$ cat src/rtl/nn_ctrl_pkg.sv
package nn_ctrl_pkg;

  ////////////////////
  // layer type codes
  ////////////////////

  // 5 to 15 reserved, flagged illegal by the decoder
  typedef enum logic [3:0] {
    conv   = 4'd0,
    pool   = 4'd1,
    act    = 4'd2,
    fc     = 4'd3,
    bypass = 4'd4
  } layer_type_e;

  ////////////////////
  // instruction word
  ////////////////////

  // conv, pool, act, bypass view
  typedef struct packed {
    layer_type_e layer_type;
    logic [3:0]  kernel_size;
    logic [3:0]  stride;
    logic        relu_en;
    logic        pool_en;
  } conv_fields_t;

  // gemv view, middle byte is the vector length
  typedef struct packed {
    layer_type_e layer_type;
    logic [7:0]  vec_len;
    logic        relu_en;
    logic        pool_en;
  } fc_fields_t;

  // same 14 bits, two readings
  typedef union packed {
    conv_fields_t conv_view;
    fc_fields_t   fc_view;
  } inst_word_u;

  ////////////////////
  // decoded layer
  ////////////////////

  typedef struct packed {
    layer_type_e layer_type;
    logic [3:0]  kernel_size;
    logic [3:0]  stride;
    logic [7:0]  vec_len;
    logic        relu_en;
    logic        pool_en;
    logic        illegal;
  } layer_info_t;

  // command to the datapath
  typedef struct packed {
    layer_type_e layer_type;
    logic [7:0]  out_per_row;
    logic [7:0]  steps_per_out;
    logic        relu_en;
    logic        pool_en;
    logic        illegal;
    logic        geo_err;
  } layer_cmd_t;

endpackage

$ cat src/rtl/inst_queue.sv
`timescale 1ns/1ps

module inst_queue #(
  parameter int queue_depth = 4
) (
  input  logic                   clk,
  input  logic                   rst,
  input  logic                   push,
  input  nn_ctrl_pkg::inst_word_u push_inst,
  input  logic                   pop,
  output logic                   q_valid,
  output nn_ctrl_pkg::inst_word_u q_inst,
  output logic                   credit
);

  localparam int ptr_w = $clog2(queue_depth);
  localparam int cnt_w = $clog2(queue_depth + 1);

  // storage, no reset needed
  nn_ctrl_pkg::inst_word_u mem [queue_depth];

  logic [ptr_w-1:0] wr_ptr;
  logic [ptr_w-1:0] rd_ptr;
  logic [cnt_w-1:0] count;

  // head of queue straight to the decoder
  assign q_valid = (count != '0);
  assign q_inst  = mem[rd_ptr];

  always_ff @(posedge clk) begin
    if (push) begin
      mem[wr_ptr] <= push_inst;
    end
  end

  always_ff @(posedge clk, posedge rst) begin
    if (rst) begin
      wr_ptr <= '0;
      rd_ptr <= '0;
      count  <= '0;
      credit <= 1'b0;
    end else begin
      // circular pointers
      if (push) begin
        wr_ptr <= (wr_ptr == ptr_w'(queue_depth - 1)) ? '0 : wr_ptr + 1'b1;
      end
      if (pop) begin
        rd_ptr <= (rd_ptr == ptr_w'(queue_depth - 1)) ? '0 : rd_ptr + 1'b1;
      end
      if (push && !pop) begin
        count <= count + 1'b1;
      end else if (!push && pop) begin
        count <= count - 1'b1;
      end
      // one credit back per freed slot
      credit <= pop;
    end
  end

  // host must hold a credit, so never a push into a full queue
  a_no_push_full: assert property (@(posedge clk) disable iff (rst)
    push |-> (count < cnt_w'(queue_depth)));

  // decoder only pops a valid head
  a_no_pop_empty: assert property (@(posedge clk) disable iff (rst)
    pop |-> (count != '0));

endmodule

$ cat src/rtl/layer_decoder.sv
`timescale 1ns/1ps

module layer_decoder (
  input  logic                     clk,
  input  logic                     rst,
  input  logic                     q_valid,
  input  nn_ctrl_pkg::inst_word_u   q_inst,
  input  logic                     cmd_sent,
  output logic                     pop,
  output logic                     decoded,
  output nn_ctrl_pkg::layer_info_t  layer_info
);

  // high from pop until the merge sends the command
  logic busy;

  // take the next word only when idle
  assign pop = q_valid && !busy;

  ////////////////////
  // control
  ////////////////////

  always_ff @(posedge clk, posedge rst) begin
    if (rst) begin
      busy    <= 1'b0;
      decoded <= 1'b0;
    end else begin
      // one-cycle pulse, fields valid alongside it
      decoded <= pop;
      if (pop) begin
        busy <= 1'b1;
      end else if (cmd_sent) begin
        busy <= 1'b0;
      end
    end
  end

  ////////////////////
  // field latch
  ////////////////////

  always_ff @(posedge clk) begin
    if (pop) begin
      layer_info.layer_type  <= q_inst.conv_view.layer_type;
      // kernel and stride through the conv view
      layer_info.kernel_size <= q_inst.conv_view.kernel_size;
      layer_info.stride      <= q_inst.conv_view.stride;
      // same bits as one length through the fc view
      layer_info.vec_len     <= q_inst.fc_view.vec_len;
      layer_info.relu_en     <= q_inst.conv_view.relu_en;
      layer_info.pool_en     <= q_inst.conv_view.pool_en;
      // reserved codes above bypass
      layer_info.illegal     <= (q_inst.conv_view.layer_type > nn_ctrl_pkg::bypass);
    end
  end

  // a command only completes a layer that was taken
  a_sent_when_busy: assert property (@(posedge clk) disable iff (rst)
    cmd_sent |-> busy);

endmodule

$ cat src/rtl/geometry_unit.sv
`timescale 1ns/1ps

module geometry_unit #(
  parameter int fmap_width = 16
) (
  input  logic                    clk,
  input  logic                    rst,
  input  logic                    decoded,
  input  nn_ctrl_pkg::layer_info_t layer_info,
  output logic                    geo_done,
  output logic [7:0]              geo_out,
  output logic                    geo_err
);

  // remaining span for the divide loop
  logic [7:0] rem;
  logic       running;
  logic       bad_geo;

  // zero stride or kernel wider than the row
  assign bad_geo = (layer_info.stride == 4'd0) ||
                   ({4'd0, layer_info.kernel_size} > 8'(fmap_width));

  always_ff @(posedge clk, posedge rst) begin
    if (rst) begin
      running  <= 1'b0;
      geo_done <= 1'b0;
      geo_out  <= 8'd0;
      geo_err  <= 1'b0;
      rem      <= 8'd0;
    end else begin
      geo_done <= 1'b0;
      if (decoded) begin
        geo_err <= 1'b0;
        unique case (layer_info.layer_type)
          nn_ctrl_pkg::conv, nn_ctrl_pkg::pool: begin
            if (bad_geo) begin
              geo_err  <= 1'b1;
              geo_out  <= 8'd0;
              geo_done <= 1'b1;
            end else begin
              // first position counted up front
              rem     <= 8'(fmap_width) - {4'd0, layer_info.kernel_size};
              geo_out <= 8'd1;
              running <= 1'b1;
            end
          end
          nn_ctrl_pkg::act, nn_ctrl_pkg::bypass: begin
            geo_out  <= 8'(fmap_width);
            geo_done <= 1'b1;
          end
          nn_ctrl_pkg::fc: begin
            geo_out  <= 8'd1;
            geo_done <= 1'b1;
          end
          // reserved types
          default: begin
            geo_out  <= 8'd0;
            geo_done <= 1'b1;
          end
        endcase
      end else if (running) begin
        // one subtract per cycle
        if (rem >= {4'd0, layer_info.stride}) begin
          rem     <= rem - {4'd0, layer_info.stride};
          geo_out <= geo_out + 8'd1;
        end else begin
          running  <= 1'b0;
          geo_done <= 1'b1;
        end
      end
    end
  end

endmodule

$ cat src/rtl/work_unit.sv
`timescale 1ns/1ps

module work_unit (
  input  logic                    clk,
  input  logic                    rst,
  input  logic                    decoded,
  input  nn_ctrl_pkg::layer_info_t layer_info,
  output logic                    work_done,
  output logic [7:0]              steps
);

  // shift-and-add operands
  logic [7:0] mcand;
  logic [3:0] mplier;
  logic [1:0] bit_cnt;
  logic       running;

  always_ff @(posedge clk, posedge rst) begin
    if (rst) begin
      running   <= 1'b0;
      work_done <= 1'b0;
      steps     <= 8'd0;
      mcand     <= 8'd0;
      mplier    <= 4'd0;
      bit_cnt   <= 2'd0;
    end else begin
      work_done <= 1'b0;
      if (decoded) begin
        steps <= 8'd0;
        unique case (layer_info.layer_type)
          nn_ctrl_pkg::conv, nn_ctrl_pkg::pool: begin
            // k times k, one multiplier bit per cycle
            mcand   <= {4'd0, layer_info.kernel_size};
            mplier  <= layer_info.kernel_size;
            bit_cnt <= 2'd0;
            running <= 1'b1;
          end
          nn_ctrl_pkg::fc: begin
            steps     <= layer_info.vec_len;
            work_done <= 1'b1;
          end
          nn_ctrl_pkg::act: begin
            steps     <= 8'd1;
            work_done <= 1'b1;
          end
          // bypass and reserved do no work
          default: work_done <= 1'b1;
        endcase
      end else if (running) begin
        if (mplier[0]) begin
          steps <= steps + mcand;
        end
        mcand   <= mcand << 1;
        mplier  <= mplier >> 1;
        bit_cnt <= bit_cnt + 2'd1;
        // fourth bit ends the multiply
        if (bit_cnt == 2'd3) begin
          running   <= 1'b0;
          work_done <= 1'b1;
        end
      end
    end
  end

endmodule

$ cat src/rtl/command_merge.sv
`timescale 1ns/1ps

module command_merge #(
  parameter int cmd_credits = 2
) (
  input  logic                    clk,
  input  logic                    rst,
  input  nn_ctrl_pkg::layer_info_t layer_info,
  input  logic                    geo_done,
  input  logic [7:0]              geo_out,
  input  logic                    geo_err,
  input  logic                    work_done,
  input  logic [7:0]              steps,
  input  logic                    cmd_credit,
  output logic                    cmd_valid,
  output nn_ctrl_pkg::layer_cmd_t  cmd,
  output logic                    cmd_sent
);

  localparam int cred_w = $clog2(cmd_credits + 1);

  logic              geo_seen;
  logic              work_seen;
  logic [cred_w-1:0] credit_cnt;
  logic              send;

  // both results in and a slot free downstream
  assign send = geo_seen && work_seen && (credit_cnt != '0);

  ////////////////////
  // flags and credits
  ////////////////////

  always_ff @(posedge clk, posedge rst) begin
    if (rst) begin
      geo_seen   <= 1'b0;
      work_seen  <= 1'b0;
      credit_cnt <= cred_w'(cmd_credits);
      cmd_valid  <= 1'b0;
      cmd_sent   <= 1'b0;
    end else begin
      geo_seen  <= (geo_seen | geo_done) & ~send;
      work_seen <= (work_seen | work_done) & ~send;
      cmd_valid <= send;
      // decoder released in the same cycle the command shows
      cmd_sent  <= send;
      unique case ({send, cmd_credit})
        2'b10:   credit_cnt <= credit_cnt - 1'b1;
        2'b01:   credit_cnt <= credit_cnt + 1'b1;
        default: credit_cnt <= credit_cnt;
      endcase
    end
  end

  // command register, unit outputs are held so sample at send
  always_ff @(posedge clk) begin
    if (send) begin
      cmd.layer_type    <= layer_info.layer_type;
      cmd.out_per_row   <= geo_out;
      cmd.steps_per_out <= steps;
      cmd.relu_en       <= layer_info.relu_en;
      cmd.pool_en       <= layer_info.pool_en;
      cmd.illegal       <= layer_info.illegal;
      cmd.geo_err       <= geo_err;
    end
  end

  // each unit reports once per layer
  a_one_result: assert property (@(posedge clk) disable iff (rst)
    !(geo_done && geo_seen) && !(work_done && work_seen));

  // datapath never returns more than it was given
  a_credit_bound: assert property (@(posedge clk) disable iff (rst)
    credit_cnt <= cred_w'(cmd_credits));

endmodule

$ cat src/rtl/nn_ctrl_top.sv
`timescale 1ns/1ps

module nn_ctrl_top #(
  parameter int queue_depth = 4,
  parameter int fmap_width  = 16,
  parameter int cmd_credits = 2
) (
  input  logic                   clk,
  input  logic                   rst,
  input  logic                   inst_valid,
  input  nn_ctrl_pkg::inst_word_u inst,
  output logic                   inst_credit,
  output logic                   cmd_valid,
  output nn_ctrl_pkg::layer_cmd_t cmd,
  input  logic                   cmd_credit
);

  // queue to decoder
  logic                    q_valid;
  nn_ctrl_pkg::inst_word_u  q_inst;
  logic                    pop;

  // decoder to units
  logic                    decoded;
  nn_ctrl_pkg::layer_info_t layer_info;
  logic                    cmd_sent;

  // unit results
  logic                    geo_done;
  logic [7:0]              geo_out;
  logic                    geo_err;
  logic                    work_done;
  logic [7:0]              steps;

  inst_queue #(
    .queue_depth(queue_depth)
  ) i_inst_queue (
    .clk(clk), .rst(rst),
    .push(inst_valid), .push_inst(inst),
    .pop(pop), .q_valid(q_valid), .q_inst(q_inst),
    .credit(inst_credit)
  );

  layer_decoder i_layer_decoder (
    .clk(clk), .rst(rst),
    .q_valid(q_valid), .q_inst(q_inst), .cmd_sent(cmd_sent),
    .pop(pop), .decoded(decoded), .layer_info(layer_info)
  );

  // geometry and work run side by side
  geometry_unit #(
    .fmap_width(fmap_width)
  ) i_geometry_unit (
    .clk(clk), .rst(rst),
    .decoded(decoded), .layer_info(layer_info),
    .geo_done(geo_done), .geo_out(geo_out), .geo_err(geo_err)
  );

  work_unit i_work_unit (
    .clk(clk), .rst(rst),
    .decoded(decoded), .layer_info(layer_info),
    .work_done(work_done), .steps(steps)
  );

  command_merge #(
    .cmd_credits(cmd_credits)
  ) i_command_merge (
    .clk(clk), .rst(rst),
    .layer_info(layer_info),
    .geo_done(geo_done), .geo_out(geo_out), .geo_err(geo_err),
    .work_done(work_done), .steps(steps),
    .cmd_credit(cmd_credit),
    .cmd_valid(cmd_valid), .cmd(cmd), .cmd_sent(cmd_sent)
  );

endmodule

$ cat config.mk
export PLATFORM = sky130hd
export DESIGN_NAME = nn_ctrl_top
export DESIGN_NICKNAME = d
export VERILOG_FILES = /design/src/rtl/nn_ctrl_pkg.sv /design/src/rtl/inst_queue.sv /design/src/rtl/layer_decoder.sv /design/src/rtl/geometry_unit.sv /design/src/rtl/work_unit.sv /design/src/rtl/command_merge.sv /design/src/rtl/nn_ctrl_top.sv
export SDC_FILE = /design/constraint.sdc
export NUM_CORES = 1
export LEC_CHECK = 0
export BUFFER_PORTS_ARGS = -buffer_cell sky130_fd_sc_hd__buf_2
export CORE_UTILIZATION = 50
export CTS_CLUSTER_SIZE = 20
export DETAILED_ROUTE_END_ITERATION = 6
export HOLD_SLACK_MARGIN = 0.06
export PLACE_DENSITY = 0.68
export SKIP_LAST_GASP = 1
export SLEW_MARGIN = 5
export SYNTH_ARGS = -nofsm -noshare
export SYNTH_HDL_FRONTEND = slang
export SYNTH_HIERARCHICAL = 1
export SYNTH_SLANG_ARGS = --single-unit
$ cat constraint.sdc
create_clock -name clk -period 4 [get_ports clk]
set_input_delay 0.6 -clock clk [delete_from_list [all_inputs] [get_ports clk]]
set_output_delay 0.6 -clock clk [all_outputs]
set_load 0.01 [all_outputs]
* After elaboration in Yosys (flattened, before gate mapping)
Memories as Yosys holds them, arrays and structs flattened. Index checks and enable logic that the tools add are counted.
Operators by class: bitwise operators 5, order comparisons 2, equal/unequal tests 11, add/sub/neg operators 11, shifts and indexed selects 0, muxes and demuxes 51, reduce and logical (&&, ||, !) cells 26, $mul 0, divide/modulo/power cells 0
Operators with widths (count):
- $mux 8 | 14
- $mux 1 | 24
- $pmux 8 s2 | 1
- $reduce_bool 2->1 | 8
- $pmux 5 s3 | 1
- $mux 4 | 3
- $mux 2 | 5
- $add 2x1->2 const B | 4
- $add 8x1->8 const B | 1
- $add 8x8->8 | 1
- $eq 2x2->1 const B | 4
- $eq 4x2->1 const B | 2
- $ge 8x4->1 | 1
- $logic_not 4->1 | 2
- $reduce_and 2->1 | 4
- $sub 8x4->8 | 1
- $mux 3 | 2
- $sub 5x4->6 const A | 1
- $logic_and 1x1->1 | 5
- $eq 4x1->1 const B | 1
- $eq 4x3->1 const B | 1
- $gt 4x3->1 const B | 1
- $pmux 2 s2 | 1
- $reduce_and 4->1 | 1
- 12 further kinds | 17
Word-level totals: memory bits (read-only) 0, input bits 18, RAM bits 56, flip-flop bits (word level) 104, memories kept 1, latch bits 0
Memory list:
- i_inst_queue.mem | words 4, width 14, rd ports 1, clocked after Yosys merged registers in 0, write ports 1, RTL line inst_queue.sv:20 | nn_ctrl_pkg::inst_word_u mem [queue_depth];

* Logic depth before layout (Yosys ltp)
Gate-level depths: netlist (run 1).
word-level depth 5, gate-level depth with buffers 9

* Cells and area by module
The synthesis (run 1) kept the hierarchy.
Modules (own cells, without submodules):
- inst_queue | area each 2489.9 µm², cells each 111, times used 1, seq. area each 1881.8 µm²
- work_unit | area each 1467.7 µm², cells each 159, times used 1, seq. area each 600.6 µm²
- geometry_unit | area each 1297.5 µm², cells each 141, times used 1, seq. area each 475.5 µm²
- command_merge | area each 932.1 µm², cells each 42, times used 1, seq. area each 847.1 µm²
- layer_decoder | area each 600.6 µm², cells each 31, times used 1, seq. area each 500.5 µm²

* Worst setup path after synthesis (run 1)
OpenSTA, ideal clock, no wires.
path type register -> register, from reg i_layer_decoder/layer_info[11] (netlist name), to reg i_geometry_unit.rem[3], buffers on the path 1, path slack 1824 ps, period minus slack after synthesis 2176 ps, arrival 2049 ps, required time 3873 ps, cell stages (with the launch flop) 10, cells stage by stage edfxtp_1 -> buf_4 -> ha_1 -> inv_1 -> fa_1 -> a21oi_2 -> o21ai_4 -> o21ai_4 -> nor3_1 -> a311o_2
On the way: word-level cells in the longest chain between the ends 4
RTL lines:
- $sub 8x4->8 | RTL line geometry_unit.sv:65 | rem <= rem - {4'd0, layer_info.stride};
- $mux 8 | RTL line geometry_unit.sv:64 | if (rem >= {4'd0, layer_info.stride}) begin
- $mux 8 | RTL line geometry_unit.sv:62 | end else if (running) begin
- $mux 8 | RTL line geometry_unit.sv:33 | if (decoded) begin
- to (signal assigned) | RTL line geometry_unit.sv:43 | rem <= 8'(fmap_width) - {4'd0, layer_info.kernel_size};
- to (signal assigned) | RTL line geometry_unit.sv:65
- to (decl) | RTL line geometry_unit.sv:16 | logic [7:0] rem;
Parallel ways exist; a longest one is shown, timed or not. The select of a mux whose other input is x is not followed. A chain may end at the register's enable or synchronous reset.

* Worst setup path after layout (run 1)
from reg i_geometry_unit.rem[0], to reg i_geometry_unit.rem[3]
On the way: word-level cells in the longest chain between the ends 4
RTL lines (RTL line):
- $sub 8x4->8 | geometry_unit.sv:65
- $mux 8 | geometry_unit.sv:64
- $mux 8 | geometry_unit.sv:62
- $mux 8 | geometry_unit.sv:33
Parallel ways exist; a longest one is shown, timed or not. The select of a mux whose other input is x is not followed.

==> flow_metrics.tcl, run 1 <==
set metrics [dict create \
    outcome "finished, final reports clean" \
    design_area_mm2 0.007710 \
    stdcell_count 716 \
    whs_path_depth 1 \
    cts_made_buffers 17 \
    start_util_pct 51.26 \
    cap_violations 0 \
    seq_area_frac_synth_pct 63.43 \
    synth_compound_area_share_pct 9.475 \
    finalCritPeriodShare_pct 59.33 \
    clkTransAtPathRegs_ps 60 \
    rsz0062_at_grt "false" \
    critPathCaptureType "register" \
    synth-seq-cells 153 \
    synth_top_family_by_area "compound AO/OA/AOI/OAI gates" \
    ctsResizeCount 0 \
    synthSimpleGateAreaFrac_pct 7.871 \
    yosysWarningCount 6 \
    ir_drop_uv 375.7 \
    max_freq_mhz 421.4 \
    area_delta_synth_final_pct 13.59 \
    grt_pass1_wl_um 20680 \
    wirelength_um 12280 \
    synth_nets 526 \
    yosysMostFrequentCell "edfxtp_1" \
    dp_hpwl_um 8416 \
    p_leak_nw 3.087 \
    synthArstFlopShare_pct 37.91 \
    clk_latency_ps 420 \
    crit_chain "inv_1, ha_1, inv_1, fa_1, a21oi_2, o21ai_4, o21ai_4, nor3_1, a311o_2" \
    holdPathEnd "i_inst_queue/mem[0][0]" \
    drtPass1Iterations 5 \
    synth.avg_cell_area_um2 14.02 \
    fill_cells 1085 \
    die_w_um 118.5 \
    r2r_slack_ps 1630 \
    combPwrFrac_pct 31.4 \
    grt_usage_pct 19.56 \
    slowest_stage "fa_1" \
    hold_violations 0 \
    p_int_mw 4.169 \
    path_class "reg -> reg" \
    wl_per_cell_um 17.14 \
    place_inst 683 \
    rr_startpoint "i_geometry_unit/rem[0]" \
    p_per_area_mw_per_mm2 826.0 \
    critPathTopFamily "compound AO/OA/AOI/OAI gates" \
    core_area_mm2 0.01324 \
    cp_num_buf_inv 2 \
    synth_xor_area_share_pct 2.452 \
    grt_max_degree 37 \
    hold_start "inst[0]" \
    setup_violations 0 \
    io_pins 44 \
    insertedDiodeCount 0 \
    synth_edf_count 95 \
    critPathMaxStageDelay_ps 410 \
    r2r-end "i_geometry_unit/rem[3]" \
    antenna_found_initial 0 \
    gp_congestion 0.8605 \
    num_rows 42 \
    setup_tns_ps 0 \
    report.final.slew_viol_count 0 \
    ys.flop_type "edfxtp_1" \
    cts-htree-levels 4 \
    switching_power_mw 2.199 \
    netlist_area_mm2 0.006788 \
    fin_ws_ps 1627 \
    dp_slack_ps 1627 \
    r2r_cells 9 \
    die_area_mm2 0.01405 \
    antenna_left 0 \
    cts-root-buf "clkbuf_16" \
    netlist_top_cells_area "edfxtp_1 (42%), dfrtp_1 (21%), ha_1 (3.9%)" \
    drcViolationCount 0 \
    gr-total-overflow 0 \
    grt_pass1_vias 4080 \
    yosysUniqueCellTypes 64 \
    worst_pin_slew_ps 1098 \
    syn_inst 484 \
    power_frac_seq_pct 42.8 \
    place_area_mm2 0.007079 \
    synthMuxAreaShare_pct 8.018 \
    synthAdderAreaFrac_pct 4.756 \
    cp_max_fo 10 \
    drive_gt1_share_pct 18.70 \
    ctsLongestPathBuffers 2 \
    via_count 3932 \
    nets 569 \
    cts_tree "done" \
    port-buffer-count 43 \
    netlist.top_cell.by_area "edfxtp_1" \
    cp.arrival_ps 2680 \
    worstPathRequired_ps 4300 \
    cts.sinks 153 \
    p_sw_share_pct 34.52 \
    synth_top_area_share_pct 42.03 \
    start_kind "register" \
    drt_iter0_drc 202 \
    clkPwrFrac_pct 25.9 \
    ys_top_cells_by_count "edfxtp_1 (95), dfrtp_1 (57), nor2_1 (31)" \
    die_h_um 118.5 \
    slew_headroom_pct 26.78 \
    fin_skew_ps 5.782 \
    hp-class "in -> reg" \
    viasPerCell 5.492 \
    period_needed_ps 2373 \
]
[power groups by stage]
| stage | sequential [mW] | combinational (mW) | clock, mW |
|---|---|---|---|
| 6_report | 2.72 | 2.00 | 1.65 |
| 4_1_cts | 2.73 | 2.01 | 1.68 |
| 5_1_grt | 2.80 | 2.25 | 1.73 |
| 3_3_place_gp | 2.73 | 1.93 | 0 |
| 3_5_place_dp | 2.75 | 2.00 | 0 |
| 2_1_floorplan | 2.60 | 1.66 | 0 |
[worst register-to-register path, cell delays in order (launching register included)]
cell,delay [ps]
dfrtp_1,380
inv_1,70
ha_1,150
inv_1,50
fa_1,410
a21oi_2,280
o21ai_4,110
o21ai_4,360
nor3_1,120
a311o_2,310
[cells in the final DEF, fill, tap and decap left out, types with 5 or more instances in the layout]
cell type / instances
o211ai_1: 5
mux4_2: 8
inv_1: 30
nand4_1: 6
mux2_2: 5
mux4_1: 6
nor2b_1: 8
o21a_1: 5
mux2i_1: 15
nand3_1: 5
nand2_1: 27
clkbuf_16: 17
o21ai_0: 26
a22o_1: 5
a21oi_1: 19
a211oi_1: 5
nor3_1: 6
xnor2_1: 7
dfrtp_1: 57
buf_2: 43
and2_1: 5
nor2_1: 31
ha_1: 21
edfxtp_1: 95
xor2_1: 12
[metal layers]
metal / track usage, % / share of wire, % / vias up
met4: 8.465 / 1.1 / 0
met1: 24.27 / 44 / 1956
li1: - / - / 1883
met2: 33.16 / 51 / 82
met5: 0 / 0 / -
met3: 4.199 / 3.9 / 11
[what timing repair did]
action / 4_1_cts / 5_1_grt
hold endpoints to repair: 2 / 0
setup endpoints to repair: 0 / 0
buffers inserted: 0 / 0
hold buffers: 1 / 0
[sequential cells by signal, summed over array words and instances, names as in the netlist, 2 cells and up]
register / count
i_inst_queue/mem: 56
i_command_merge/cmd: 24
i_layer_decoder/layer_info: 15
i_geometry_unit/geo_out: 8
i_geometry_unit/rem: 8
i_work_unit/mcand: 8
i_work_unit/steps: 8
i_work_unit/mplier: 4
i_inst_queue/count: 3
i_command_merge/credit_cnt: 2
i_inst_queue/rd_ptr: 2
i_inst_queue/wr_ptr: 2
i_work_unit/bit_cnt: 2
[through the flow]
step	hold WS [ps]	total power [mW]	util (%)
after floorplan	341.2	4.254	-
after detailed placement	415.8	4.757	53.46
after global routing	381.6	6.774	58.22
after CTS	370.8	6.422	58.22
final	390.4	6.368	58.22
after global placement	403.6	4.662	53.46
[how the worst max path moves through the flow]
stage | startpoint | to | depth (start not counted)
5_1_grt | i_geometry_unit/rem[0] | i_geometry_unit/rem[3] | 9
2_1_floorplan | i_layer_decoder/layer_info[11] | i_geometry_unit/rem[3] | 9
4_1_cts | i_geometry_unit/rem[0] | i_geometry_unit/rem[3] | 9
3_3_place_gp | i_geometry_unit/rem[0] | i_geometry_unit/rem[3] | 9
3_5_place_dp | i_geometry_unit/rem[0] | i_geometry_unit/rem[3] | 9
6_report | i_geometry_unit/rem[0] | i_geometry_unit/rem[3] | 9
[cell families after synthesis]
kind of cell	count (synthesis)
buf+inv	52
mux	34
fa+ha+maj	24
flops	153
compound gates	96
xor+xnor	19
simple gates	106
[area by class of cell]
| cell class | count | area, um2 | share of cell area, % |
|---|---|---|---|
| clock buffers | 19 | 452.9 | 5.875 |
| well taps | 176 | 220.2 | 2.856 |
| repair buffers | 46 | 240.2 | 3.116 |
| multi-input cells | 279 | 2211 | 28.68 |
| inverters | 30 | 112.6 | 1.461 |
| flip-flops and latches | 153 | 4305 | 55.84 |
| clock inverters | 13 | 167.7 | 2.175 |
Power figures use the tool's default switching activity.
==> run 2: changes to the inputs <==
==> constraint.sdc (replaced) <==
create_clock -name clk -period 2.4 [get_ports clk]
set_input_delay 0.36 -clock clk [delete_from_list [all_inputs] [get_ports clk]]
set_output_delay 0.36 -clock clk [all_outputs]
set_load 0.01 [all_outputs]
==> run 2 against run 1 <==
  * Count of clock-buffer cells in the layout rose by 2
  * Clock power is 55% higher
  * Global-route usage rose by 0.14 points
  * Worst setup slack got worse by 1500 ps
  * Critical path depth stayed put
  * Hold slack got worse by 240 ps
  * Final cell count increased by 2.1%
  * Clock skew rose by 3.3 ps
==> flow_metrics.tcl, run 2 (same netlist as run 1, synthesis figures left out) <==
set metrics [dict create \
    power.total_mw 10.57 \
    p_leak_nw 3.148 \
    critPathCaptureType "register" \
    nets 584 \
    slowest_stage "or4_1" \
    wirelength_um 12360 \
    cp_max_fo 6 \
    post_cts_buffers 0 \
    die_w_um 118.5 \
    most-common-layout-cells "edfxtp_1 (95), dfrtp_1 (57), buf_2 (43)" \
    grt_use_met3_pct 5.792 \
    multi_input_area_mm2 0.002211 \
    cts.sinks 153 \
    worst_pin_slew_ps 1091 \
    antenna_left 0 \
    ir_drop_uv 874.0 \
    grt_pass1_vias 4170 \
    clk_latency_ps 420 \
    cts_tree "done" \
    path_class "reg -> reg" \
    hp-class "in -> reg" \
    grt_pass1_wl_um 20910 \
    cp.arrival_ps 2620 \
    gr-usage-met2_pct 32.06 \
    gp_congestion 0.8917 \
    r2r_slack_ps 130 \
    top_register "i_inst_queue/mem" \
    period_needed_ps 2271 \
    cp_num_buf_inv 2 \
    fin_skew_ps 9.047 \
    met1_usage_pct 24.78 \
    final_util_pct 58.75 \
    cpMostUsedCell "o21ai_4" \
    report.final.slew_viol_count 0 \
    num_rows 42 \
    largestRegisters "i_inst_queue/mem: 56 flops, i_command_merge/cmd: 24 flops, i_layer_decoder/layer_info: 15 flops" \
    outcome "finished, final reports clean" \
    critPathMaxStageDelay_ps 490 \
    clkTransAtPathRegs_ps 60 \
    wl_per_cell_um 16.91 \
    via_count 4068 \
    r2r_cells 9 \
    die_h_um 118.5 \
    dp_hpwl_um 8537 \
    max_freq_mhz 440.4 \
    hold_start "inst[0]" \
    cap_violations 0 \
    cts-root-buf "clkbuf_16" \
    cts-htree-levels 4 \
    rsz0062_at_grt "false" \
    fill_cells 1081 \
    drcViolationCount 0 \
    largest_register_ff_count 56 \
    port-buffer-count 43 \
    die_area_mm2 0.01405 \
    worstPathRequired_ps 2750 \
    gr-total-overflow 0 \
    hold_violations 0 \
    antenna_found_initial 0 \
    setup_tns_ps 0 \
    place_inst 698 \
    core_area_mm2 0.01324 \
    holdPathEnd "i_inst_queue/mem[0][0]" \
    ctsLongestPathBuffers 2 \
    ff_latch_area_mm2 0.004305 \
    drive_gt1_share_pct 20.36 \
    area_delta_synth_final_pct 14.62 \
    io_pins 44 \
    slew_headroom_pct 27.28 \
    start_kind "register" \
    viasPerCell 5.565 \
    drt_iter0_drc 230 \
    crit_chain "ha_1, inv_1, fa_1, a21oi_2, o21ai_4, o21ai_4, buf_4, or4_1, a21oi_1" \
    grt_busiest_layer "met2" \
    start_util_pct 51.26 \
    finalCritPeriodShare_pct 94.61 \
    stdcell_count 731 \
    ctsResizeCount 0 \
    setup_violations 0 \
    grt_usage_pct 19.70 \
    rr_startpoint "i_layer_decoder/layer_info[11]" \
    cts_made_buffers 17 \
    grt_max_degree 40 \
    drtPass1Iterations 4 \
    layout_commonest_cell "edfxtp_1" \
    insertedDiodeCount 0 \
    r2r-end "i_geometry_unit/geo_out[7]" \
    critPathTopFamily "compound AO/OA/AOI/OAI gates" \
    whs_path_depth 1 \
    p_per_area_mw_per_mm2 1359 \
]
==> run 2: changes by cell type in the layout (fill, tap and decap cells not counted) <==
cell,previous run,this run
buf_4,2,16
clkbuf_1,0,4
clkinv_2,0,3
clkbuf_8,2,0
clkinvlp_4,4,2
buf_12,0,1
bufinv_16,3,2
clkinv_1,1,0
inv_6,3,2
==> run 2: repair_timing <==
item / 4_1_cts / 5_1_grt
setup endpoints to repair: 0 / 1
hold buffers: 1 / 0
endpoints found under the hold margin: 38 / 0
==> run 2: cell type report <==
cell class                      count  area share, %
Multi-Input combinational cell    279          28.42
Clock inverter                     11          1.608
Clock buffer                       21          5.661
Inverter                           30          1.447
Sequential cell                   153          55.34
Timing Repair Buffer               61          4.696
Tap cell                          176          2.830
==> run 2: worst max-delay path by stage <==
stage | from | endpoint | slack (ps) | cells past startpoint
after global placement | i_layer_decoder/layer_info[11] | i_geometry_unit/geo_out[7] | 210 | 9
final | i_layer_decoder/layer_info[11] | i_geometry_unit/geo_out[7] | 130 | 9
after detailed placement | i_layer_decoder/layer_info[11] | i_geometry_unit/geo_out[7] | 140 | 9
after CTS | i_layer_decoder/layer_info[11] | i_geometry_unit/geo_out[7] | 120 | 9
after floorplan | i_layer_decoder/layer_info[11] | i_geometry_unit/rem[3] | 220 | 9
after global routing | i_geometry_unit/rem[0] | i_geometry_unit/geo_out[1] | 20 | 10
==> run 2: per-layer routing <==
layer / up-vias / routed length (um)
met1: 2025 / 5351
li1: 1911 / -
met4: 0 / 227
met2: 110 / 6075
met3: 22 / 705
met5: - / 0
==> run 2: report_power, final <==
part / switching (mW) / total, mW / leakage (nW) / internal [mW]
clock network: 1.03 / 2.56 / 0.272 / 1.53
logic: 1.97 / 3.51 / 1.26 / 1.55
registers: 0.676 / 4.50 / 1.62 / 3.82
total: 3.67 / 10.6 / 3.15 / 6.90
==> run 2: stage by stage <==
| stage | instance area, um2 | setup slack (ps) | hold WS, ps |
|---|---|---|---|
| 2_1_floorplan | 6788 | 224.5 | 101.2 |
| 3_3_place_gp | 7204 | 208.6 | 267.9 |
| 3_5_place_dp | 7204 | 142.4 | 269.9 |
| 4_1_cts | 7780 | 121.6 | 131.9 |
| 5_1_grt | 7780 | 20.17 | 137.9 |
| 6_report | 7780 | 129.2 | 146.9 |
==> run 3: changes to the inputs <==
--- a/config.mk
+++ b/config.mk
@@ -6,11 +6,13 @@
 export NUM_CORES = 1
 export LEC_CHECK = 0
 export BUFFER_PORTS_ARGS = -buffer_cell sky130_fd_sc_hd__buf_2
+export CELL_PAD_IN_SITES_DETAIL_PLACEMENT = 1
+export CELL_PAD_IN_SITES_GLOBAL_PLACEMENT = 1
 export CORE_UTILIZATION = 50
 export CTS_CLUSTER_SIZE = 20
 export DETAILED_ROUTE_END_ITERATION = 6
 export HOLD_SLACK_MARGIN = 0.06
-export PLACE_DENSITY = 0.68
+export PLACE_DENSITY_LB_ADDON = 0.1
 export SKIP_LAST_GASP = 1
 export SLEW_MARGIN = 5
 export SYNTH_ARGS = -nofsm -noshare
==> constraint.sdc (replaced) <==
create_clock -name clk -period 2.95 [get_ports clk]
set_input_delay 0.4425 -clock clk [delete_from_list [all_inputs] [get_ports clk]]
set_output_delay 0.4425 -clock clk [all_outputs]
set_load 0.01 [all_outputs]
==> run 3 against run 2 <==
  * Sequential power shrank 19%
  * Via count shrank 1.7%
  * Count of clock-buffer cells in the layout shrank 4
  * Register-to-register slack better by 380 ps
  * Non-clock buffer count decreased by 11
  * Critical path type unchanged
==> flow_metrics.tcl, run 3 (same netlist as run 1, synthesis figures left out) <==
set metrics [dict create \
    fin_skew_ps 10.42 \
    antenna_left 0 \
    clk_latency_ps 430 \
    cts_made_buffers 17 \
    hold_slack_ps 223.0 \
    slowest_stage "fa_1" \
    num_rows 42 \
    nets 573 \
    via_count 3997 \
    cts_tree "done" \
    path_class "reg -> reg" \
    clkTransAtPathRegs_ps 60 \
    cp_max_fo 10 \
    rsz0062_at_grt "false" \
    ir_drop_uv 783.3 \
    critPathMaxStageDelay_ps 420 \
    drive_gt1_share_pct 19.12 \
    crit_chain "inv_1, ha_1, inv_1, fa_1, a21oi_2, o21ai_4, o21ai_4, nor3_1, a311o_2" \
    die_w_um 118.5 \
    layout_commonest_cell "edfxtp_1" \
    setup_tns_ps 0 \
    highest_layer "met4" \
    grt_pass1_wl_um 22860 \
    gp_congestion 0.8509 \
    grt_max_degree 28 \
    area_delta_synth_final_pct 12.87 \
    largestRegisters "i_inst_queue/mem: 56 flops, i_command_merge/cmd: 24 flops, i_layer_decoder/layer_info: 15 flops" \
    start_kind "register" \
    io_pins 44 \
    ctsLongestPathBuffers 2 \
    viasPerCell 5.551 \
    dp_hpwl_um 9487 \
    largest_register_ff_count 56 \
    p_per_area_mw_per_mm2 1107 \
    antenna_found_initial 0 \
    gr-total-overflow 0 \
    p_leak_nw 3.081 \
    cp.arrival_ps 2750 \
    wl_met3_um 410 \
    drtPass1Iterations 4 \
    critPathCaptureType "register" \
    grt_pass1_vias 4375 \
    place_area_mm2 0.007109 \
    wl_per_cell_um 18.95 \
    worst_pin_slew_ps 1106 \
    design_area_mm2 0.007661 \
    cts.sinks 153 \
    outcome "finished, final reports clean" \
    core_area_mm2 0.01324 \
    drt-met1-wl_um 6016 \
    most-common-layout-cells "edfxtp_1 (95), dfrtp_1 (57), buf_2 (43)" \
    slew_headroom_pct 26.24 \
    port-buffer-count 43 \
    wirelength_um 13650 \
    finalCritPeriodShare_pct 82.66 \
    cap_violations 0 \
    setup_violations 0 \
    die_h_um 118.5 \
    cts-htree-levels 4 \
    top_register "i_inst_queue/mem" \
    power.total_mw 8.477 \
    grt_usage_pct 21.80 \
    max_freq_mhz 410.1 \
    drt_iter0_drc 158 \
    period_needed_ps 2438 \
    hold_violations 0 \
    report.final.slew_viol_count 0 \
    hp-class "in -> reg" \
    final_util_pct 57.85 \
    start_util_pct 51.26 \
    drcViolationCount 0 \
    wl_met2_um 7057 \
    ctsResizeCount 0 \
    insertedDiodeCount 0 \
    worstPathRequired_ps 3270 \
    die_area_mm2 0.01405 \
    cts-root-buf "clkbuf_16" \
]
[run 3: changes by cell type in the layout (fill, tap and decap cells not counted), moves of 2 or more]
cell       change
clkbuf_1       -4
inv_8          +2
bufinv_16      -2
clkinv_1       +2
buf_4         -10
inv_6          +3
[run 3: per-stage QoR]
step,std cells,setup slack (ps)
CTS,720,520.9
detailed placement,687,570.4
global route,720,347.4
finish,720,511.7
global placement,687,621.2
floorplan,484,774.5
[run 3: final cells by class]
type                            count  area [um2]
Clock buffer                       17       425.4
Clock inverter                     15       116.4
Fill cell                        1323        5582
Inverter                           30       112.6
Multi-Input combinational cell    279        2211
Sequential cell                   153        4305
Tap cell                          176       220.2
Timing Repair Buffer               50       270.3
[run 3: critical path, delay by kind of cell, from the launching register on]
family	cells	cell delay, ps
AOI/OAI and AO/OA	4	1120
adders and majority gates	2	590
buffers and inverters	2	130
DFF	1	380
and+or+nand+nor	1	110
[run 3: final timing paths]
check	startpoint	end	slack, ps	cells after the start
worst max-delay path	i_geometry_unit/rem[0]	i_geometry_unit/rem[3]	510	9
worst min-delay path	inst[7]	i_inst_queue/mem[0][7]	220	1
worst max register to register	i_geometry_unit/rem[0]	i_geometry_unit/rem[3]	510	9
worst min register to register	i_layer_decoder/layer_info[2]	i_command_merge/cmd[3]	430	0
max in group asynchronous	rst	i_work_unit/work_done	1490	3
min in group asynchronous	rst	i_layer_decoder/decoded	480	3
[run 3: per-layer routing]
layer / up-vias / track usage [%]
met5: - / 0
met4: 0 / 6.962
met3: 12 / 6.129
met2: 53 / 36.69
met1: 2040 / 27.33
li1: 1892 / -
[run 3: power breakdown]
group          total (mW)  switching (mW)  internal (mW)
sequential           3.66           0.545           3.11
combinational        2.82            1.64           1.19
clock                2.00           0.906           1.09
total                8.48            3.09           5.39
[run 3: repair_timing]
item,4_1_cts,5_1_grt
buffers inserted,0,0
hold endpoints to repair,14,0
hold buffers,1,0
